File: src/rtl/fetch_pkg.sv
package fetch_pkg;

  localparam int DATA_W    = 32;
  localparam int ADDR_W    = 8;
  localparam int IM_WORDS  = 1 << ADDR_W;
  localparam int CNT_W     = ADDR_W + 1; // holds 0..IM_WORDS.
  localparam logic [ADDR_W-1:0] IM_START = 8'h80;

  // instruction field widths.
  localparam int OP_W  = 6;
  localparam int REG_W = 5;
  localparam int IMM_W = 16;
  localparam int TGT_W = 26;

  localparam logic [OP_W-1:0] OP_RTYPE = 6'h00;
  localparam logic [OP_W-1:0] OP_J     = 6'h02;
  localparam logic [OP_W-1:0] OP_JAL   = 6'h03;
  localparam logic [OP_W-1:0] OP_ANDI  = 6'h0c; // logical immediates.
  localparam logic [OP_W-1:0] OP_ORI   = 6'h0d;
  localparam logic [OP_W-1:0] OP_XORI  = 6'h0e;

  typedef enum logic [1:0] {
    CLS_R,
    CLS_I,
    CLS_J
  } instr_class_e;

  // raw word views, one per format.
  typedef struct packed {
    logic [OP_W-1:0]  opcode;
    logic [REG_W-1:0] rs;
    logic [REG_W-1:0] rt;
    logic [REG_W-1:0] rd;
    logic [REG_W-1:0] shamt;
    logic [OP_W-1:0]  funct;
  } instr_r_t;

  typedef struct packed {
    logic [OP_W-1:0]  opcode;
    logic [REG_W-1:0] rs;
    logic [REG_W-1:0] rt;
    logic [IMM_W-1:0] imm;
  } instr_i_t;

  typedef struct packed {
    logic [OP_W-1:0]  opcode;
    logic [TGT_W-1:0] target;
  } instr_j_t;

  typedef struct packed {
    logic              en;
    logic              rd;
    logic              wr;
    logic [ADDR_W-1:0] addr;
    logic [DATA_W-1:0] wdata;
  } im_req_t;

  typedef struct packed {
    logic              valid;
    logic [ADDR_W-1:0] pc;
    logic [DATA_W-1:0] instr;
  } fetch_t;

  typedef struct packed {
    logic              valid;
    logic [ADDR_W-1:0] pc;
    instr_class_e      cls;
    logic [OP_W-1:0]   opcode;
    logic [REG_W-1:0]  rs;
    logic [REG_W-1:0]  rt;
    logic [REG_W-1:0]  rd;
    logic [REG_W-1:0]  shamt;
    logic [OP_W-1:0]   funct;
    logic [DATA_W-1:0] imm;    // already extended.
    logic [TGT_W-1:0]  target;
  } decoded_t;

endpackage

File: src/rtl/im_loader.sv
`timescale 1ns/100ps

module im_loader (
  input  logic                          clk,
  input  logic                          rst,
  input  logic                          run,
  input  logic                          load_start,
  input  logic                          load_valid,
  input  logic [fetch_pkg::DATA_W-1:0]  load_data,
  output fetch_pkg::im_req_t            req,
  output logic [fetch_pkg::CNT_W-1:0]   load_count
);

  import fetch_pkg::*;

  logic [ADDR_W-1:0] wr_ptr;
  logic [ADDR_W-1:0] wr_addr;
  logic              wr_en;

  assign wr_en = load_valid & ~run; // no loading while fetching.
  // a strobe together with load_start lands on the boot address.
  assign wr_addr = load_start ? IM_START : wr_ptr;

  always_comb begin
    req.en    = wr_en;
    req.rd    = 1'b0;
    req.wr    = wr_en;
    req.addr  = wr_addr;
    req.wdata = load_data;
  end

  always_ff @(posedge clk) begin
    if (rst) begin
      wr_ptr     <= IM_START;
      load_count <= '0;
    end else begin
      if (load_start || wr_en) begin
        wr_ptr <= wr_addr + ADDR_W'(wr_en); // wraps at the top.
      end
      if (load_start) begin
        load_count <= CNT_W'(wr_en);
      end else if (wr_en && load_count != CNT_W'(IM_WORDS)) begin
        load_count <= load_count + 1'b1;
      end
    end
  end

endmodule

File: config.mk
export PLATFORM = sky130hd
export DESIGN_NAME = im_loader
export DESIGN_NICKNAME = d
export VERILOG_FILES = /design/src/rtl/fetch_pkg.sv /design/src/rtl/im_loader.sv
export SDC_FILE = /design/constraint.sdc
export NUM_CORES = 1
export LEC_CHECK = 0
export ABC_AREA = 1
export ABC_CLOCK_PERIOD_IN_PS = 2000
export BUFFER_PORTS_ARGS = -buffer_cell sky130_fd_sc_hd__buf_2
export CELL_PAD_IN_SITES_DETAIL_PLACEMENT = 1
export CELL_PAD_IN_SITES_GLOBAL_PLACEMENT = 1
export CORE_MARGIN = 4
export CORE_UTILIZATION = 29
export DETAILED_ROUTE_END_ITERATION = 8
export GPL_TIMING_DRIVEN = 0
export PLACE_DENSITY = 0.85
export SYNTH_ARGS = -nofsm -noshare
export SYNTH_HDL_FRONTEND = slang
export SYNTH_SLANG_ARGS = --single-unit
File: constraint.sdc
create_clock -name clk -period 2 [get_ports clk]
set_input_delay 0.1 -clock clk [delete_from_list [all_inputs] [get_ports clk]]
set_output_delay 0.1 -clock clk [all_outputs]
set_load 0.05 [all_outputs]
Yosys cells after proc, flatten, opt, wreduce, memory -nomap -nowiden
Index checks and enable logic that the tools add are counted.
{"block": "op_classes", "n_addsub": 2, "eq_ne": 1, "n_mux": 3, "bitwise_logic": 2, "reduce_logical": 4}
{"op": "$add A9 B1 Y9 const B", "count": 1}
{"op": "$ne A9 B9 Y1 const B", "count": 1}
{"op": "$add A8 B1 Y8", "count": 1}
{"op": "$mux W8", "count": 1}
{"op": "$mux W1", "count": 2}
{"op": "$reduce_bool A2 Y1", "count": 1}
{"op": "$reduce_or A2 Y1", "count": 1}
{"op": "$and A1 B1 Y1", "count": 1}
{"op": "$logic_and A1 B1 Y1", "count": 1}
{"op": "$logic_or A1 B1 Y1", "count": 1}
{"op": "$not A1 Y1", "count": 1}
{"block": "word_totals", "register_bits": 17, "in_bits": 37, "out_inout_bits": 52, "wordCells": 15}

Longest topological paths before layout
{"block": "logic_depth", "depth_word": 5, "depth_mapped": 11, "depth_no_buf": 11}

Worst setup path before layout
No wires, ideal clock.
{"block": "synth_path", "path_type": "flip-flop to flip-flop", "startpoint": "register wr_ptr[0]", "endpoint": "register wr_ptr[5]", "setup_ps": 114, "t_arrival_ps": 1882, "required_ps": 1886, "setup_slack_ps": 3, "path_stages_with_launch": 11, "n_path_buf": 0, "synth_period_minus_slack_ps": 1997, "cell_sequence": "dfxtp_1 inv_1 nor2_1 ha_1 nand2_1 nor2_1 nand2_1 nor2_4 nand2_1 nand2_1 nor2_1"}
{"element": "from (decl)", "line_no": "im_loader.sv:16", "source": "logic [ADDR_W-1:0] wr_ptr;"}
{"element": "from (signal assigned)", "line_no": "im_loader.sv:38", "source": "wr_ptr <= wr_addr + ADDR_W'(wr_en);"}

Worst setup path after layout
{"block": "layout_path", "startpoint": "register wr_ptr[0]", "endpoint": "register wr_ptr[7]"}
{"block": "layout_between", "elab_chain_len": 2}
{"element": "$mux W8", "line_no": "im_loader.sv:22", "source": "assign wr_addr = load_start ? IM_START : wr_ptr;"}
{"element": "$add A8 B1 Y8", "line_no": "im_loader.sv:38"}
Every way passes these cells.
A chain may end at the register's enable or synchronous reset.

==> results.txt <==
Area delta synth->final: 29.0%
Distinct cell type count after synthesis: 22
Max H-tree Level: 1
Slowest stage delay, CP: 310 ps
Die H: 75.4 um
Final wirelength: 3510 um
Die width: 75.4 um
Share of synthesized registers carrying an async set or reset: 0
Synthesized netlist cell count: 197
Syn_area_per_cell: 6.69 sq um
I/O Buffers: 54
Peak Freq: 0.682 GHz
GPL Wtd Cong: 0.834
TritonCTS Buffers: 3
Final Setup Violations: 0
Layout cells sized above 1: 0.424
Critical path class: reg2reg
DRC viols: 0
Slowest cell on crit path: dfxtp_1
Final hold violations: 0
Setup TNS: 0 ps
Area share of the largest cell type after synthesis: 0.258
Post-CTS setup repair buffer count: 0
Core footprint: 4380 sq um
First-pass GRT wire length: 5870 um
RSZ-0062 raised after global routing: false
Critical Path AT: 1610 ps
Synth Cell Area: 1320 sq um
Leading area contributor after synthesis: dfxtp_1
Post_cts resized: 0
Vias per cell: 4.50
Total gr overflow: 0
Fin cells: 307
R2R Setup Slk: 530 ps
Final critical-path required period: 1470 ps
Latest clock arrival within the worst-skew pair: 260 ps
Post-CTS Hold Fix Bufs: 0
Area of the multi-input gates: 596 sq um
Largest net degree at the start of global routing: 11
Min-delay worst type: in2reg
Yosys warns: 0
Leakage Power: 0.903 nW
Final Cycle Share: 0.733
Synth area leaders: dfxtp_1, buf_4, nand2_1
Max clock buf depth: 2
# rows: 24
Cells along the critical path: inv_1, nor2_1, ha_1, nand2_1, nor2_1, nand2_1, nor2_4, nand2_1, nand2_1, nand3_1
Req. time, crit path: 2150 ps
Post-Route Skew: 4.71 ps
Cells after DPL: 303
Starting Density: 0.301
Fin util: 0.388
CP Launch Type: flop
Final net count: 297
EDFF count, synth: 0
Sequential area share after synthesis: 0.258
DR iter-0 viols: 73
CP most frequent cell: nand2_1
Antenna fix cells: 0
Pre-Repair DR Iteration Count: 4
Worst-path maximum fanout: 4
Syn_nets: 238
Initial antenna violation count: 0
Vias in the first global route: 1,364
Total GRT Usage: 0.130
Top-Level Pins: 89
# Max-Cap Violations: 0
Pwr/cell area: 530 nW/um^2
CTS tree: done
Synth Flop Type: dfxtp_1
Status: complete, no violations
CTS root buffer: clkbuf_8
Reg area: 340 sq um
Routed Antenna Nets: 0
Crit end category: flop
CTS sink count: 17
Seq cells post-synth: 17
Peak supply drop: 0.349 mV
Avg WL per Cell: 11.4 um
Reg clk slew, reported paths: 70 ps
Vias: 1,382
# fillers: 599
Die area: 5690 sq um
Final slew viol count: 0
Cell with the most instances after synthesis: nand2_1
Most common library cells after synthesis: nand2_1, buf_4, inv_1
Final HPWL DP: 2940 um
## layer usage
metal | global-route usage | part of all wire | vias up
met2 | 0.244 | 0.54 | 43
met4 | 0.0233 | 0.0071 | 0
met1 | 0.146 | 0.38 | 647
met3 | 0.0396 | 0.073 | 4
met5 | 0 | 0 | -
li1 | - | - | 688
## critical path, delay by kind of cell, from the launching register on
family,cells,cell delay (ps)
flops,1,310
fa+ha+maj,1,200
simple gates,8,790
buf+inv,1,50
## flip-flops by register name, summed over array words and instances (netlist names)
register	count
load_count	9
wr_ptr	8
## path summary, 6_finish.rpt
path                               start                endpoint  depth (start not counted)
setup / recovery  wr_ptr[0]$_SDFFE_PP0P_  wr_ptr[7]$_SDFFE_PP1P_                         10
hold / removal                       rst  wr_ptr[0]$_SDFFE_PP0P_                          2
setup reg to reg  wr_ptr[0]$_SDFFE_PP0P_  wr_ptr[7]$_SDFFE_PP1P_                         10
hold reg to reg   wr_ptr[0]$_SDFFE_PP0P_  wr_ptr[0]$_SDFFE_PP0P_                          2
## power by group
| part | internal [mW] | leakage, nW | total [mW] | switching [mW] |
|---|---|---|---|---|
| clock | 0.139 | 0.0255 | 0.265 | 0.127 |
| sequential | 0.343 | 0.138 | 0.346 | 0.00304 |
| combinational | 0.0856 | 0.740 | 0.289 | 0.203 |
## cell usage in the layout (no fill, tap or decap), types with 2 or more instances in the layout
cell and n:
clkbuf_8 3, nand3_1 8, buf_2 54, o21ai_0 3, dfxtp_1 17, nor2_2 5
nand2_2 2, ha_1 4, nand2_1 41, xor2_1 3, buf_4 35, nor2_1 26
nand4_1 5, a21oi_1 8, a211oi_1 3, inv_1 27, nor2_4 3
## cell families after synthesis
| family | Yosys count | share of synthesized area |
|---|---|---|
| simple gates | 93 | 0.326 |
| buf+inv | 64 | 0.290 |
| flops | 17 | 0.258 |
| fa+ha+maj | 4 | 0.0380 |
| xor+xnor | 3 | 0.0199 |
| compound gates | 15 | 0.0655 |
| other cells | 1 | 0.00285 |
## per-stage QoR
step	instance area [sq um]	power, mW	hold WS [ps]	setup slack [ps]
2_1_floorplan	1320	0.594	178	3.47
4_1_cts	1700	0.918	62.5	522
5_1_grt	1700	0.946	77.1	267
3_3_place_gp	1650	0.641	346	472
6_report	1700	0.900	64.5	533
3_5_place_dp	1650	0.646	348	444
## area by class of cell
type	instances	share of cell area
clock buffers	3	0.0243
plain buffers	36	0.161
flip-flops and latches	17	0.200
clock inverters	1	0.00295
inverters	28	0.0633
well taps	52	0.0383
repair buffers	54	0.159
multi-input cells	116	0.351
No activity file was read; power rests on OpenSTA's default activity.
