## src/rtl/fetch_pkg.sv

```systemverilog
package fetch_pkg;

  localparam int DATA_W    = 32;
  localparam int ADDR_W    = 8;
  localparam int IM_WORDS  = 1 << ADDR_W;
  localparam int CNT_W     = ADDR_W + 1; // holds 0..IM_WORDS.
  localparam logic [ADDR_W-1:0] IM_START = 8'h80;

  // instruction field widths.
  localparam int OP_W  = 6;
  localparam int REG_W = 5;
  localparam int IMM_W = 16;
  localparam int TGT_W = 26;

  localparam logic [OP_W-1:0] OP_RTYPE = 6'h00;
  localparam logic [OP_W-1:0] OP_J     = 6'h02;
  localparam logic [OP_W-1:0] OP_JAL   = 6'h03;
  localparam logic [OP_W-1:0] OP_ANDI  = 6'h0c; // logical immediates.
  localparam logic [OP_W-1:0] OP_ORI   = 6'h0d;
  localparam logic [OP_W-1:0] OP_XORI  = 6'h0e;

  typedef enum logic [1:0] {
    CLS_R,
    CLS_I,
    CLS_J
  } instr_class_e;

  // raw word views, one per format.
  typedef struct packed {
    logic [OP_W-1:0]  opcode;
    logic [REG_W-1:0] rs;
    logic [REG_W-1:0] rt;
    logic [REG_W-1:0] rd;
    logic [REG_W-1:0] shamt;
    logic [OP_W-1:0]  funct;
  } instr_r_t;

  typedef struct packed {
    logic [OP_W-1:0]  opcode;
    logic [REG_W-1:0] rs;
    logic [REG_W-1:0] rt;
    logic [IMM_W-1:0] imm;
  } instr_i_t;

  typedef struct packed {
    logic [OP_W-1:0]  opcode;
    logic [TGT_W-1:0] target;
  } instr_j_t;

  typedef struct packed {
    logic              en;
    logic              rd;
    logic              wr;
    logic [ADDR_W-1:0] addr;
    logic [DATA_W-1:0] wdata;
  } im_req_t;

  typedef struct packed {
    logic              valid;
    logic [ADDR_W-1:0] pc;
    logic [DATA_W-1:0] instr;
  } fetch_t;

  typedef struct packed {
    logic              valid;
    logic [ADDR_W-1:0] pc;
    instr_class_e      cls;
    logic [OP_W-1:0]   opcode;
    logic [REG_W-1:0]  rs;
    logic [REG_W-1:0]  rt;
    logic [REG_W-1:0]  rd;
    logic [REG_W-1:0]  shamt;
    logic [OP_W-1:0]   funct;
    logic [DATA_W-1:0] imm;    // already extended.
    logic [TGT_W-1:0]  target;
  } decoded_t;

endpackage

```

## src/rtl/fetch_unit.sv

```systemverilog
`timescale 1ns/100ps

module fetch_unit (
  input  logic                          clk,
  input  logic                          rst,
  input  logic                          run,
  input  logic                          redirect,
  input  logic [fetch_pkg::ADDR_W-1:0]  redirect_pc,
  output fetch_pkg::im_req_t            req,
  input  logic [fetch_pkg::DATA_W-1:0]  rdata,
  output fetch_pkg::fetch_t             fetched
);

  import fetch_pkg::*;

  logic [ADDR_W-1:0] pc;
  logic [ADDR_W-1:0] pc_next;

  // tag of the read now in the memory.
  logic              tag_valid;
  logic [ADDR_W-1:0] tag_pc;

  // one read per cycle at pc while running.
  always_comb begin
    req.en    = run;
    req.rd    = run;
    req.wr    = 1'b0;
    req.addr  = pc;
    req.wdata = '0;
  end

  always_comb begin
    pc_next = pc;
    if (redirect) begin
      pc_next = redirect_pc;
    end else if (run) begin
      pc_next = pc + 1'b1;
    end
  end

  always_ff @(posedge clk) begin
    if (rst) begin
      pc        <= IM_START;
      tag_valid <= 1'b0;
    end else begin
      pc        <= pc_next;
      // read issued under a redirect is never marked.
      tag_valid <= run & ~redirect;
    end
  end

  always_ff @(posedge clk) begin
    tag_pc <= pc;
  end

  // the read issued last cycle is flushed too.
  always_comb begin
    fetched.valid = tag_valid & ~redirect;
    fetched.pc    = tag_pc;
    fetched.instr = rdata;
  end

endmodule

```

## config.mk

```make
export PLATFORM = sky130hd
export DESIGN_NAME = fetch_unit
export DESIGN_NICKNAME = d
export VERILOG_FILES = /design/src/rtl/fetch_pkg.sv /design/src/rtl/fetch_unit.sv
export SDC_FILE = /design/constraint.sdc
export NUM_CORES = 1
export LEC_CHECK = 0
export BUFFER_PORTS_ARGS = -buffer_cell sky130_fd_sc_hd__buf_2
export CORE_ASPECT_RATIO = 1.4
export CORE_MARGIN = 4
export CORE_UTILIZATION = 36
export DETAILED_ROUTE_END_ITERATION = 7
export PLACE_DENSITY = 0.85
export SYNTH_ARGS = -nofsm -noshare
export SYNTH_HDL_FRONTEND = slang
export SYNTH_SLANG_ARGS = --single-unit
export TNS_END_PERCENT = 30
```

## constraint.sdc

```tcl
create_clock -name clk -period 3.6 [get_ports clk]
set_input_delay 0.54 -clock clk [delete_from_list [all_inputs] [get_ports clk]]
set_output_delay 0.54 -clock clk [all_outputs]
set_load 0.02 [all_outputs]
```

=== Yosys cells after proc, flatten, opt, wreduce, memory -nomap -nowiden ===
Cells that the tools add are included.

* $add $sub $neg: 1
* Multipliers: 0
* Div/mod/pow operators: 0
* $lt $le $gt $ge: 0
* Equality and inequality tests: 0
* Shift-type cells: 0
* Multiplexer cells: 2
* Bitwise logic cells: 3
* Reductions and logical operators: 1

{| class="wikitable"
|+ Operator list
! cell !! number
|-
| $mux 8 || 2
|-
| $add 8x1->8 const B || 1
|-
| $and 1x1->1 || 2
|-
| $reduce_bool 2->1 || 1
|-
| $not 1->1 || 1
|}

* Bits in registers: 17
* Latch bits: 0
* Bits in writable memories: 0
* Bits in read-only memories: 0
* Input bits: 44
* Output and inout bits: 84
* Logic and storage cells: 10
* Memories kept: 0

=== Logic depth before layout (Yosys ltp) ===
* Depth after elaboration: 3
* Gate-level depth with buffers: 4
* Mapped depth without buffers: 4

=== Worst setup path before layout ===
No wires, ideal clock.

* Path type: register to register
* Start point: register pc[0]
* End point: register pc[6]
* Setup time: 0.091 ns
* Arrival time: 1.383 ns
* Required time: 3.509 ns
* Setup slack: 2.126 ns
* Cell stages (with the launch flop): 5
* Path buffers: 0
* Period minus slack after synthesis: 1.474 ns
* Cell sequence: dfxtp_1 -> ha_1 -> nand2_4 -> or3_1 -> a311oi_1

* Word-level cells in the longest chain between the ends: 3

{| class="wikitable"
|+ RTL lines
! what !! line !! RTL
|-
| from (decl) || fetch_unit.sv:16 || <nowiki>logic [ADDR_W-1:0] pc;</nowiki>
|-
| from (signal assigned) || fetch_unit.sv:46 || <nowiki>pc <= pc_next;</nowiki>
|-
| $add 8x1->8 || fetch_unit.sv:37 || <nowiki>pc_next = pc + 1'b1;</nowiki>
|-
| $mux 8 || fetch_unit.sv:36 || <nowiki>end else if (run) begin</nowiki>
|-
| $mux 8 || fetch_unit.sv:34 || <nowiki>if (redirect) begin</nowiki>
|}

No other way between the ends. The select of a mux whose other input is x is not followed.
A chain may end at the register's enable or synchronous reset.

=== Worst setup path after layout ===
Same ends and word-level chain as after synthesis.

==> metrics.yaml <==
routed_wl_mm: 2.00
crit_chain: "ha_1 > nand2_4 > or3_1 > a311oi_1"
design_area_sq_um: 968
fp.dieH_microns: 74.1
synth_seq_cells: 17
status: "finished clean"
reg2reg_depth: 4
globalplace.congestion: 0.685
crit_path_end_kind: "flip-flop"
cts_tree: "done"
grt_busiest_layer: "met2"
holdCritPathClass: "flip-flop to flip-flop"
syn_avg_cell_area_sq_um: 8.79
clock_path_buffers: 2
regArea_sq_um: 340
overflow: 0
ff2ff_setup_slack_ps: 2100
cts_max_level: 1
multi_input_area_sq_um: 382
die_w_microns: 55.2
synth_most_common_cell: "buf_4"
period_needed_ps: 1500
synth-async-reset-ratio_pct: 0
clk_pin_slew_ps: 60
post-cts-setup-buffers: 0
critical-path-slowest-cell: "dfxtp_1"
ant_nets: 0
fillers: 316
die_area_sq_mm: 0.00410
leakagePower_nw: 0.496
setup-tns-final_ps: 0
port_buffers: 30
utilization_pct: 33.0
crit_path_start: "pc[0]$_SDFFE_PP0P_"
fin_crit_sh_pct: 41.7
grt_use_met1_pct: 8.39
clock-sinks: 17
dp_cells: 157
dpl_cell_area_sq_um: 922
finalSetupViolCount: 0
cts-resized-gates: 0
ios: 128
required_ps: 3770
area_growth_pct: -13.9
grt_pass1_vias: 646
drc_errors: 0
synthTopCellsByCount: "68 x buf_4, 17 x dfxtp_1, 4 x nand2_1, 4 x nor2_1, 4 x xor2_1"
cp-start-kind: "flip-flop"
grt_start_max_net_pins: 14
synthCells: 128
antenna_cells: 0
r2r-end: "pc[6]$_SDFFE_PP0P_"
cts_root_buffer: "clkbuf_8"
viasPerCell: 4.24
cts_buffers: 3
synth_top_area_share_pct: 45.4
antenna_found_initial: 0
final_max_slew_viol_count: 0
powerDensity_mw_per_mm2: 458
wl_per_cell_microns: 12.4
fmax_ghz: 0.666
rsz0062_at_grt: "no"
synth-seq-area-share_pct: 30.3
fin_worst_skew_ps: 2.43
synthesis.area_sq_mm: 0.00112
insertion_delay_ps: 260
start_util_pct: 38.3
rr_startpoint: "pc[0]$_SDFFE_PP0P_"
cts_hold_buf: 0
ys.warnings.count: 0
yosysTopAreaCell: "buf_4"
ir_drop_mv: 0.191
rows: 23
critPathArrivalTime_ps: 1670
gr-usage-all-layers_pct: 9.59
use_met3_pct: 3.99
synth-main-ff-cell: "dfxtp_1"
core_area_sq_mm: 0.00294
cp-endpoint: "pc[6]$_SDFFE_PP0P_"
ys_top_cells_by_area: "buf_4 45%, dfxtp_1 30%, xor2_1 3.1%"
fin_cells: 161
maxCapViolations: 0
dp_hpwl_mm: 1.53
vias: 682
final_nets: 170
drt_iter0_markers: 7
drive_gt1_share_pct: 29.8
use_met2_pct: 14.9
critPathMaxFanout: 7
synth_edf_count: 0
worst-setup-path-type: "flip-flop to flip-flop"
yosys.cell_types.count: 26
grt_first_pass_wirelength_mm: 3.04
hold_viol: 0
cpPeakStageDelay_ps: 460
drtPass1Iterations: 4
sequential cells by signal (all words and copies together) (netlist names):
register	cells
tag_pc	8
tag_valid	1
pc	8
placed cells by master (no fill, tap or decap), drive strengths merged:
cell,n
a211oi,3
nand4,4
buf,30
xor2,4
mux2,1
or4,1
o21ai,2
o211ai,1
nor3b,1
conb,33
clkbuf,3
nand3,3
ha,1
o21bai,1
dfxtp,17
nand2,5
or3,2
nor2b,1
a21oi,3
a311oi,1
inv,1
a31oi,1
clkinv,1
nor2,4
critical path: cells and delay by family, from the launching register on:
| kind | cells | cell delay [ps] |
|---|---|---|
| compound gates | 1 | 250 |
| flops | 1 | 460 |
| simple gates | 2 | 410 |
| fa+ha+maj | 1 | 290 |
per-stage QoR:
stage / total power [mW] / hold WS (ps) / worst slack (ps)
6_report: 0.444 / 386 / 2100
5_1_grt: 0.465 / 397 / 2020
4_1_cts: 0.447 / 389 / 2090
3_5_place_dp: 0.306 / 381 / 2090
3_3_place_gp: 0.304 / 373 / 2110
2_1_floorplan: 0.362 / 453 / 2130
final cells by class:
class | count | area share, %
inverter | 1 | 0.388
timing repair buffer | 30 | 15.5
multi-input combinational | 72 | 39.4
sequential | 17 | 35.1
clock buffer | 3 | 4.26
clock inverter | 1 | 0.517
tap | 37 | 4.78
metal layers:
metal  wire [microns]  vias up
li1                 -      310
met1              617      284
met2              845       67
met3              358       21
met4              176        0
met5                0        -
worst min-delay path by stage:
stage	startpoint	end	slack [ps]	depth (start not counted)
after floorplan	pc[7]$_SDFFE_PP1P_	tag_pc[7]$_DFF_P_	450	0
after global placement	pc[7]$_SDFFE_PP1P_	tag_pc[7]$_DFF_P_	370	0
after detailed placement	pc[7]$_SDFFE_PP1P_	tag_pc[7]$_DFF_P_	380	0
after CTS	pc[7]$_SDFFE_PP1P_	tag_pc[7]$_DFF_P_	390	0
after global routing	pc[7]$_SDFFE_PP1P_	tag_pc[7]$_DFF_P_	400	0
final	pc[7]$_SDFFE_PP1P_	tag_pc[7]$_DFF_P_	390	0
kinds of logic after synthesis:
| family | share of synthesized area, % |
|---|---|
| multiplexers | 1.00 |
| buffers and inverters | 46.5 |
| other | 0.333 |
| flip-flops | 30.3 |
| AND/OR/NAND/NOR | 10.8 |
| adder cells (fa/ha/maj) | 1.11 |
| AO/OA/AOI/OAI | 6.90 |
| XOR/XNOR | 3.11 |
where the power goes:
part / switching (mW) / leakage [nW] / internal (mW)
sequential: 0.0112 / 0.141 / 0.201
combinational: 0.0677 / 0.329 / 0.0221
clock: 0.0645 / 0.0255 / 0.0769
total: 0.143 / 0.496 / 0.300
No activity file was read; power rests on OpenSTA's default activity.
