### src/rtl/fetch_pkg.sv
package fetch_pkg;

  localparam int DATA_W    = 32;
  localparam int ADDR_W    = 8;
  localparam int IM_WORDS  = 1 << ADDR_W;
  localparam int CNT_W     = ADDR_W + 1; // holds 0..IM_WORDS.
  localparam logic [ADDR_W-1:0] IM_START = 8'h80;

  // instruction field widths.
  localparam int OP_W  = 6;
  localparam int REG_W = 5;
  localparam int IMM_W = 16;
  localparam int TGT_W = 26;

  localparam logic [OP_W-1:0] OP_RTYPE = 6'h00;
  localparam logic [OP_W-1:0] OP_J     = 6'h02;
  localparam logic [OP_W-1:0] OP_JAL   = 6'h03;
  localparam logic [OP_W-1:0] OP_ANDI  = 6'h0c; // logical immediates.
  localparam logic [OP_W-1:0] OP_ORI   = 6'h0d;
  localparam logic [OP_W-1:0] OP_XORI  = 6'h0e;

  typedef enum logic [1:0] {
    CLS_R,
    CLS_I,
    CLS_J
  } instr_class_e;

  // raw word views, one per format.
  typedef struct packed {
    logic [OP_W-1:0]  opcode;
    logic [REG_W-1:0] rs;
    logic [REG_W-1:0] rt;
    logic [REG_W-1:0] rd;
    logic [REG_W-1:0] shamt;
    logic [OP_W-1:0]  funct;
  } instr_r_t;

  typedef struct packed {
    logic [OP_W-1:0]  opcode;
    logic [REG_W-1:0] rs;
    logic [REG_W-1:0] rt;
    logic [IMM_W-1:0] imm;
  } instr_i_t;

  typedef struct packed {
    logic [OP_W-1:0]  opcode;
    logic [TGT_W-1:0] target;
  } instr_j_t;

  typedef struct packed {
    logic              en;
    logic              rd;
    logic              wr;
    logic [ADDR_W-1:0] addr;
    logic [DATA_W-1:0] wdata;
  } im_req_t;

  typedef struct packed {
    logic              valid;
    logic [ADDR_W-1:0] pc;
    logic [DATA_W-1:0] instr;
  } fetch_t;

  typedef struct packed {
    logic              valid;
    logic [ADDR_W-1:0] pc;
    instr_class_e      cls;
    logic [OP_W-1:0]   opcode;
    logic [REG_W-1:0]  rs;
    logic [REG_W-1:0]  rt;
    logic [REG_W-1:0]  rd;
    logic [REG_W-1:0]  shamt;
    logic [OP_W-1:0]   funct;
    logic [DATA_W-1:0] imm;    // already extended.
    logic [TGT_W-1:0]  target;
  } decoded_t;

endpackage

### src/rtl/instr_decoder.sv
`timescale 1ns/100ps

module instr_decoder (
  input  logic                clk,
  input  logic                rst,
  input  fetch_pkg::fetch_t   fetched,
  output fetch_pkg::decoded_t dec
);

  import fetch_pkg::*;

  instr_r_t     w_r;
  instr_i_t     w_i;
  instr_j_t     w_j;
  instr_class_e cls;
  logic         zext;
  decoded_t     dec_d;

  assign w_r = instr_r_t'(fetched.instr);
  assign w_i = instr_i_t'(fetched.instr);
  assign w_j = instr_j_t'(fetched.instr);

  always_comb begin
    case (w_r.opcode)
      OP_RTYPE:     cls = CLS_R;
      OP_J, OP_JAL: cls = CLS_J;
      default:      cls = CLS_I;
    endcase
  end

  // logical ops take an unsigned immediate.
  assign zext = (w_i.opcode == OP_ANDI) ||
                (w_i.opcode == OP_ORI)  ||
                (w_i.opcode == OP_XORI);

  always_comb begin
    dec_d.valid  = fetched.valid;
    dec_d.pc     = fetched.pc;
    dec_d.cls    = cls;
    dec_d.opcode = w_r.opcode;
    dec_d.rs     = w_r.rs;
    dec_d.rt     = w_r.rt;
    dec_d.rd     = w_r.rd;
    dec_d.shamt  = w_r.shamt;
    dec_d.funct  = w_r.funct;
    dec_d.target = w_j.target;
    if (zext) begin
      dec_d.imm = {{(DATA_W-IMM_W){1'b0}}, w_i.imm};
    end else begin
      dec_d.imm = {{(DATA_W-IMM_W){w_i.imm[IMM_W-1]}}, w_i.imm};
    end
  end

  always_ff @(posedge clk) begin
    dec <= dec_d;
    if (rst) begin
      dec.valid <= 1'b0;
    end
  end

endmodule

### config.mk
export PLATFORM = sky130hd
export DESIGN_NAME = instr_decoder
export DESIGN_NICKNAME = d
export VERILOG_FILES = /design/src/rtl/fetch_pkg.sv /design/src/rtl/instr_decoder.sv
export SDC_FILE = /design/constraint.sdc
export NUM_CORES = 1
export LEC_CHECK = 0
export ABC_AREA = 1
export BUFFER_PORTS_ARGS = -buffer_cell sky130_fd_sc_hd__buf_2
export CAP_MARGIN = 20
export CORE_ASPECT_RATIO = 0.5
export CORE_MARGIN = 5
export CORE_UTILIZATION = 37
export DETAILED_ROUTE_END_ITERATION = 10
export MAX_ROUTING_LAYER = met4
export PLACE_DENSITY = 0.81
export SLEW_MARGIN = 20
export SYNTH_ARGS = -nofsm -noshare
export SYNTH_HDL_FRONTEND = slang
export SYNTH_SLANG_ARGS = --single-unit
### constraint.sdc
create_clock -name clk -period 2.1 [get_ports clk]
set_input_delay 0.315 -clock clk [delete_from_list [all_inputs] [get_ports clk]]
set_output_delay 0.315 -clock clk [all_outputs]
set_load 0.05 [all_outputs]
### Yosys cells after proc, flatten, opt, wreduce, memory -nomap -nowiden

Cells that the tools add are included.

* register bits: 86
* input bits: 43
* logic and storage cells: 22

* equal/unequal tests: 5
* multiplexer cells: 1
* reduce and logical (&&, ||, !) cells: 4

Operators with widths (count)
* $eq A6 B4 Y1 const B: 3
* $eq A6 B2 Y1 const B: 2
* $logic_not A6 Y1: 1
* $pmux W2 S2: 1
* $logic_or A1 B1 Y1: 2
* $reduce_or A2 Y1: 1

### Depth between registers and ports, before layout

Gate-level depths: netlist (run 1).

* depth in word-level cells: 3
* gate-level depth with buffers: 5

### Worst setup path after synthesis (run 1)

Ideal clock, no wire load.

* path kind: register to output
* start point: register dec[42] (netlist name)
* end point: output port dec[43] (netlist name)
* data arrival time: 1159 ps
* setup slack: 626 ps
* stages on the path, launching flop included: 2
* path buffers: 1
* cells stage by stage: dfxtp_1 -> buf_4

RTL lines
* end: declaration: line instr_decoder.sv:7 `output fetch_pkg::decoded_t dec`

No word-level cell between the ends.

### Final worst setup path (run 1)

* start point: register dec[42] (netlist name)
* end point: output port dec[48] (netlist name)

No word-level cell between the ends.

==> results of run 1 <==
==> Yosys cell counts <==
cell,number,area (sq um)
buf_4,57,428
nand2_1,4,15.0
nand2_2,1,6.26
inv_2,2,7.51
nor3b_2,1,12.5
dfxtp_1,44,881
o21ai_1,1,5.00
inv_1,6,22.5
nand3_1,1,5.00
nor2_1,3,11.3
==> cell usage in the layout (no fill, tap or decap) <==
cell      instances
buf_2           143
dfxtp_1          44
inv_1             6
clkbuf_8          6
nand2_1           4
nor2_1            3
inv_2             2
clkbuf_1          2
nand2_2           1
o21ai_1           1
nor3b_2           1
nand3_1           1
==> report_power, final <==
part,switching [mW],internal [mW]
Sequential,0.0212,0.878
Clock,0.252,0.268
Combinational,0.426,0.0988
Total,0.699,1.25
==> how the worst max path moves through the flow <==
stage | endpoint | slack, ns | cells past startpoint
2_1_floorplan | dec[43] | 0.63 | 1
3_3_place_gp | dec[43] | 0.96 | 1
3_5_place_dp | dec[48] | 0.90 | 1
4_1_cts | dec[48] | 0.58 | 1
5_1_grt | dec[50] | 0.53 | 1
6_report | dec[48] | 0.60 | 1
==> area by class of cell <==
type,count,area share
sequential,44,0.480
timing repair buffer,143,0.390
clock buffer,8,0.0491
tap,51,0.0348
multi-input combinational,11,0.0300
inverter,8,0.0164
==> per-layer routing <==
layer | wire [um] | global-route usage | vias to the layer above
met5 | 0 | - | -
met4 | 27 | 0.0606 | 0
met3 | 217 | 0.0553 | 2
met2 | 1940 | 0.248 | 37
met1 | 1140 | 0.126 | 446
li1 | - | - | 485
==> stage by stage <==
| step | hold WS (ns) | utilization | instance area (sq um) |
|---|---|---|---|
| after floorplan | 0.343 | - | 1390 |
| after global placement | 0.418 | 0.495 | 1750 |
| after detailed placement | 0.419 | 0.495 | 1750 |
| after CTS | 0.116 | 0.520 | 1840 |
| after global routing | 0.104 | 0.520 | 1840 |
| final | 0.130 | 0.520 | 1840 |
==> cells by family after synthesis <==
| kind of cell | count (synthesis) | synth area share |
|---|---|---|
| buffers and inverters | 65 | 0.329 |
| and+or+nand+nor | 10 | 0.0359 |
| DFF | 44 | 0.632 |
| AOI/OAI and AO/OA | 1 | 0.00359 |
==> impl_metrics.json, run 1 <==
{
  "grt_max_degree": 17,
  "grt_pass1_vias": 995,
  "drt-total-wl_um": 3330,
  "std_cell_rows": 15,
  "fmax_ghz": 0.665,
  "power.density_mw_per_mm2": 1060,
  "cp_slowest_cell": "dfxtp_1",
  "drtAntennaViolNets": 0,
  "numCtsBuffers": 5,
  "area_growth_pct": 31.7,
  "core_area_sq_mm": 0.00353,
  "root_buffer": "clkbuf_8",
  "tightest_slew_ns": 0.390,
  "fill_cells": 347,
  "grt_use_total": 0.133,
  "drv_slew": 0,
  "fin_ws_ns": 0.596,
  "multiInputGateArea_sq_um": 55.1,
  "die_h_um": 53.4,
  "die-area_sq_mm": 0.00517,
  "p_leak_nw": 1.05,
  "grt_pass1_wl_um": 5150,
  "place_inst": 257,
  "wl_per_cell_um": 12.6,
  "first_iter_violations": 5,
  "avgSynthCellArea_sq_um": 11.6,
  "pre_cts_slack_ns": 0.899,
  "fin_cells": 265,
  "cts_buffer_depth": 2,
  "slew_headroom": 0.739,
  "cts_setup_buffers": 0,
  "cpPeakStageDelay_ns": 0.56,
  "criticalPathCategory": "flip-flop to primary output",
  "cts.sinks": 44,
  "status": "finished clean",
  "crit_path_max_fanout": 16,
  "power_mw": 1.94,
  "hp-start": "fetched[35]",
  "period_needed_ns": 1.50,
  "synth_cells": 120,
  "n_antenna_cell": 0,
  "yosysSeqAreaShare": 0.632,
  "cpLargestDelayFamily": "flip-flops",
  "final_layout_size_suffix_gt1_frac": 0.715,
  "gr-total-overflow": 0,
  "yosysUniqueCellTypes": 10,
  "clk_pin_slew_ns": 0.08,
  "finalSetupTns_ns": 0,
  "dr_total_vias": 970,
  "dieWidth_um": 96.8,
  "initial_core_util": 0.395,
  "cp-end-kind": "primary output",
  "startpoint": "dec[42]",
  "drt_pass1_iterations": 4,
  "cp-start-kind": "flip-flop",
  "synth_warnings": 0,
  "whs_endpoint": "dec[95]",
  "area.sequential_sq_um": 881,
  "final_nets": 256,
  "cts_hold_buf": 0,
  "crit_path_cell_trace": "buf_2",
  "vias_per_cell": 3.66,
  "hold_violations": 0,
  "largest_reg_flops": 44,
  "hpwlAfterDp_um": 2850,
  "synth_area_sq_mm": 0.00139,
  "port-buffer-count": 143,
  "htreeDepth": 2,
  "synth-seq-cells": 44,
  "peakVddDrop_mv": 0.311,
  "setup_viol": 0,
  "drv_cap": 0,
  "synthesis.nets": 163,
  "hp-class": "input pin to flip-flop",
  "reg_top3": "dec (44)",
  "crit_required_ns": 1.78,
  "grt_antenna_before_repair": 0,
  "cts_tree": "done",
  "place.gp.congestion": 0.704,
  "rsz0062_at_grt": "false",
  "post-route-drc-count": 0,
  "ctsResizeCount": 0,
  "crit_buf_inv": 1,
  "worstHoldPathCells": 1,
  "fin_crit_sh": 0.716,
  "io_pins": 144,
  "cp_data_arrival_time_ns": 1.19,
  "max_flop_register": "dec"
}
(Power assumes the default switching activity.)
==> run 2: changes to the inputs <==
Settings changed: CORE_UTILIZATION 37 to 31, PLACE_DENSITY 0.81 to 0.72.
Clock period 2.1 ns to 1.31 ns, I/O delays scaled along.
==> run 2 against run 1 <==
  * Non-clock buffer count up 29
  * Final area up 18%
  * Sequential share of layout area down 7.3 points
  * Utilization down 2.6 points
  * Flip-flop and latch count unchanged
  * Power up 75%
  * Combinational power up 74%
  * Wire length up 12%
  * Critical path type unchanged
  * Highest routed layer unchanged
==> impl_metrics.json, run 2 (synthesis results as in run 1) <==
{
  "status": "finished clean",
  "std_cell_rows": 17,
  "hpwlAfterDp_um": 2870,
  "highest_layer": "met4",
  "period_needed_ns": 1.22,
  "die-area_sq_mm": 0.00602,
  "layout_common_cells": "143 x buf_2, 43 x dfxtp_1, 29 x dlygate4sd3_1",
  "grt_pass1_wl_um": 5630,
  "reg_top3": "dec (44)",
  "tightest_slew_ns": 0.266,
  "fin_crit_sh": 0.928,
  "grt_antenna_before_repair": 0,
  "dr_total_vias": 1076,
  "htreeDepth": 2,
  "crit_required_ns": 1.11,
  "dieWidth_um": 105,
  "rsz0062_at_grt": "false",
  "final_nets": 285,
  "cpLargestDelayFamily": "flip-flops",
  "p_leak_nw": 1.18,
  "n_antenna_cell": 0,
  "vias_per_cell": 3.59,
  "peakVddDrop_mv": 0.511,
  "cp-start-kind": "flip-flop",
  "hp-class": "input pin to flip-flop",
  "power.density_mw_per_mm2": 1570,
  "switching_share": 0.340,
  "p_seq_frac": 0.424,
  "area_growth_pct": 55.4,
  "largest_reg_flops": 44,
  "drv_slew": 0,
  "cp_slowest_cell": "dfxtp_2",
  "grt_pass1_vias": 1119,
  "place.gp.congestion": 0.745,
  "first_iter_violations": 11,
  "grt_use_total": 0.124,
  "slew_headroom": 0.824,
  "criticalPathCategory": "flip-flop to primary output",
  "comb_power_share": 0.268,
  "numCtsBuffers": 5,
  "post-route-drc-count": 0,
  "root_buffer": "clkbuf_8",
  "crit_path_cell_trace": "buf_2",
  "power_frac_clock": 0.309,
  "gr-total-overflow": 0,
  "crit_buf_inv": 1,
  "ctsResizeCount": 0,
  "cts_tree": "done",
  "intPower_mw": 2.25,
  "cts.sinks": 44,
  "port-buffer-count": 143,
  "clk_pin_slew_ns": 0.08,
  "io_pins": 144,
  "core_area_sq_mm": 0.00438,
  "setup_viol": 0,
  "drt-total-wl_um": 3710,
  "cp-end-kind": "primary output",
  "met1Wirelength_um": 1210,
  "grt_max_degree": 17,
  "hold_violations": 0,
  "drtAntennaViolNets": 0,
  "drv_cap": 0,
  "met2_length_um": 2180,
  "initial_core_util": 0.318,
  "fill_cells": 411,
  "crit_path_max_fanout": 16,
  "place_inst": 263,
  "die_h_um": 57.4,
  "cts_buffer_depth": 2,
  "fmax_ghz": 0.823,
  "final_layout_size_suffix_gt1_frac": 0.642,
  "fin_cells": 300,
  "cp_data_arrival_time_ns": 1.02,
  "cpPeakStageDelay_ns": 0.43,
  "drt_pass1_iterations": 2,
  "max_flop_register": "dec",
  "final_common_cell": "buf_2",
  "power_switching_mw": 1.16,
  "finalSetupTns_ns": 0,
  "wl_per_cell_um": 12.4,
  "wl_met3_um": 231
}
==> run 2: changes by cell type in the layout (fill, tap and decap cells not counted) <==
cell | before | now
dlygate4sd3_1 | 0 | 29
clkbuf_1 | 2 | 0
dfxtp_2 | 0 | 1
bufinv_16 | 0 | 1
clkinv_4 | 0 | 1
dfxtp_1 | 44 | 43
==> run 2: layout make-up <==
class	count	area [sq um]	share of cell area
Inverter	8	30.0	0.0139
Timing Repair Buffer	172	1010	0.464
Sequential cell	44	882	0.407
Clock buffer	6	82.6	0.0381
Clock inverter	2	38.8	0.0179
Tap cell	57	71.3	0.0329
Multi-Input combinational cell	11	55.1	0.0254
==> run 2: power groups by stage <==
stage | Clock (mW) | Combinational [mW] | Sequential, mW
2_1_floorplan | 0 | 0.497 | 1.73
3_3_place_gp | 0 | 0.843 | 1.47
3_5_place_dp | 0 | 0.847 | 1.47
4_1_cts | 1.10 | 0.904 | 1.44
5_1_grt | 1.16 | 0.941 | 1.45
6_report | 1.05 | 0.912 | 1.44
==> run 2: timing repair <==
action                    in CTS  in global routing
hold endpoints to repair      24                  5
hold buffers                  24                  5
setup buffers                  0                  0
==> run 2: path summary, 6_finish.rpt <==
check / startpoint / end / slack (ns) / cells past startpoint
setup / recovery: dec[42] / dec[49] / 0.09 / 1
hold / removal: fetched[39] / dec[99] / 0.02 / 1
==> run 2: per-stage QoR <==
step / worst slack, ns / util / power, mW / hold WS (ns) / instance area (sq um)
floorplan: 0.199 / - / 2.22 / 0.224 / 1400
global placement: 0.420 / 0.400 / 2.31 / 0.298 / 1750
detailed placement: 0.398 / 0.400 / 2.32 / 0.300 / 1750
CTS: 0.0696 / 0.483 / 3.44 / 0.000109 / 2120
global route: 0.0102 / 0.494 / 3.55 / 0.000855 / 2170
finish: 0.0947 / 0.494 / 3.40 / 0.0174 / 2170
==> run 2: routing by layer <==
metal,GRT usage,vias up
met3,0.0452,10
met2,0.231,42
met4,0.0674,0
met1,0.110,482
li1,-,542
met5,-,-
==> run 3: changes to the inputs <==
==> constraint.sdc (replaced) <==
create_clock -name clk -period 1.31 [get_ports clk]
set_input_delay 0.0655 -clock clk [delete_from_list [all_inputs] [get_ports clk]]
set_output_delay 0.0655 -clock clk [all_outputs]
set_load 0.05 [all_outputs]
==> run 3 against run 2 <==
  * Count of clock-buffer cells in the layout down 1
  * Power increased by 0.16%
  * Utilization grew 2.8 points
  * Worst setup slack gained 0.072 ns
  * Final cell count increased by 4.3%
  * Hold slack better by 0.38 ns
  * Combinational power up 3.2%
  * Global-route usage is 0.49 points higher
  * Largest cell class unchanged
  * Clock power about the same
  * Critical endpoint is now dec[100]
  * Largest power group unchanged
==> impl_metrics.json, run 3 (synthesis results as in run 1) <==
{
  "status": "finished clean",
  "fin_cells": 313,
  "crit_required_ns": 1.55,
  "core_area_sq_mm": 0.00438,
  "initial_core_util": 0.318,
  "p_seq_frac": 0.423,
  "io_pins": 144,
  "finalSetupTns_ns": 0,
  "place_inst": 263,
  "dieWidth_um": 105,
  "wl_per_cell_um": 12.4,
  "p_leak_nw": 1.23,
  "crit_buf_inv": 3,
  "grt_pass1_vias": 1182,
  "cpLargestDelayFamily": "buffers and inverters",
  "slew_headroom": 0.820,
  "final_area_sq_mm": 0.00229,
  "dr_total_vias": 1155,
  "largest_reg_flops": 44,
  "tightest_slew_ns": 0.272,
  "comb_power_share": 0.276,
  "hp-class": "input pin to flip-flop",
  "grt_antenna_before_repair": 0,
  "whs_ns": 0.402,
  "die-area_sq_mm": 0.00602,
  "power_switching_mw": 1.19,
  "intPower_mw": 2.22,
  "hpwlAfterDp_um": 2740,
  "fmax_ghz": 0.874,
  "cp-start-kind": "input pin",
  "drv_slew": 0,
  "std_cell_rows": 17,
  "cpPeakStageDelay_ns": 0.55,
  "port-buffer-count": 143,
  "power.density_mw_per_mm2": 1490,
  "final_nets": 298,
  "place.gp.congestion": 0.700,
  "numCtsBuffers": 5,
  "clk_pin_slew_ns": 0.09,
  "placed_area_sq_mm": 0.00175,
  "power_frac_clock": 0.301,
  "switching_share": 0.348,
  "reg_top3": "dec (44)",
  "utilization": 0.523,
  "vias_per_cell": 3.69,
  "crit_path_max_fanout": 1,
  "n_antenna_cell": 0,
  "period_needed_ns": 1.14,
  "die_h_um": 57.4,
  "hold_violations": 0,
  "pre_cts_slack_ns": 0.385,
  "htreeDepth": 2,
  "fin_crit_sh": 0.873,
  "grt_max_degree": 17,
  "cts_tree": "done",
  "cp_slowest_cell": "dlygate4sd3_1",
  "cp-end-kind": "flip-flop",
  "cts_buffer_depth": 2,
  "layout_common_cells": "143 x buf_2, 43 x dfxtp_1, 42 x dlygate4sd3_1",
  "rsz0062_at_grt": "false",
  "final_common_cell": "buf_2",
  "criticalPathCategory": "input pin to flip-flop",
  "root_buffer": "clkbuf_8",
  "cp_data_arrival_time_ns": 1.38,
  "cts.sinks": 44,
  "drt-total-wl_um": 3890,
  "first_iter_violations": 27,
  "fin_ws_ns": 0.166,
  "fill_cells": 393,
  "grt_use_total": 0.129,
  "drt_pass1_iterations": 4,
  "crit_top_cell": "dlygate4sd3_1",
  "cts_setup_buffers": 0,
  "crit_path_cell_trace": "dlygate4sd3_1 -> buf_2 -> nor2_1 -> dlygate4sd3_1",
  "power_mw": 3.41,
  "drv_cap": 0,
  "final_layout_size_suffix_gt1_frac": 0.609,
  "max_flop_register": "dec",
  "drtAntennaViolNets": 0,
  "gr-total-overflow": 0,
  "peakVddDrop_mv": 0.592,
  "area_growth_pct": 64.3,
  "setup_viol": 0,
  "grt_pass1_wl_um": 5870,
  "post-route-drc-count": 0
}
## run 3: changes by cell type in the layout (fill, tap and decap cells not counted)
cell / change
inv_6: +1
dlygate4sd3_1: +13
clkinv_4: -1
clkinvlp_4: +1
clkbuf_8: -1
## run 3: final timing paths
kind | from | endpoint | cells past startpoint
min | fetched[19] | dec[19] | 2
max | rst | dec[100] | 4
## run 3: cell type report
type                    instances  area, sq um  area share
repair buffers                185         1140       0.496
flip-flops and latches         44          882       0.385
well taps                      57         71.3      0.0311
clock buffers                   5         68.8      0.0301
multi-input cells              11         55.1      0.0240
clock inverters                 3         46.3      0.0202
inverters                       8         30.0      0.0131
## run 3: per-layer routing
metal	vias up	GRT usage	share of wire
li1	571	-	-
met1	534	0.108	0.30
met2	40	0.261	0.62
met3	10	0.0418	0.055
met4	0	0.0528	0.021
met5	-	-	0
## run 3: what timing repair did
item                                   CTS  global route
setup endpoints to repair                0            16
hold buffers                            42             0
endpoints found under the hold margin   43             0
gates resized for setup                  0             1
## run 3: power by group through the flow
| stage | Clock, mW | Sequential [mW] | Combinational (mW) |
|---|---|---|---|
| finish | 1.03 | 1.44 | 0.941 |
| global route | 1.12 | 1.45 | 0.973 |
| CTS | 1.06 | 1.44 | 0.943 |
| detailed placement | 0 | 1.47 | 0.846 |
| global placement | 0 | 1.47 | 0.842 |
| floorplan | 0 | 1.72 | 0.497 |
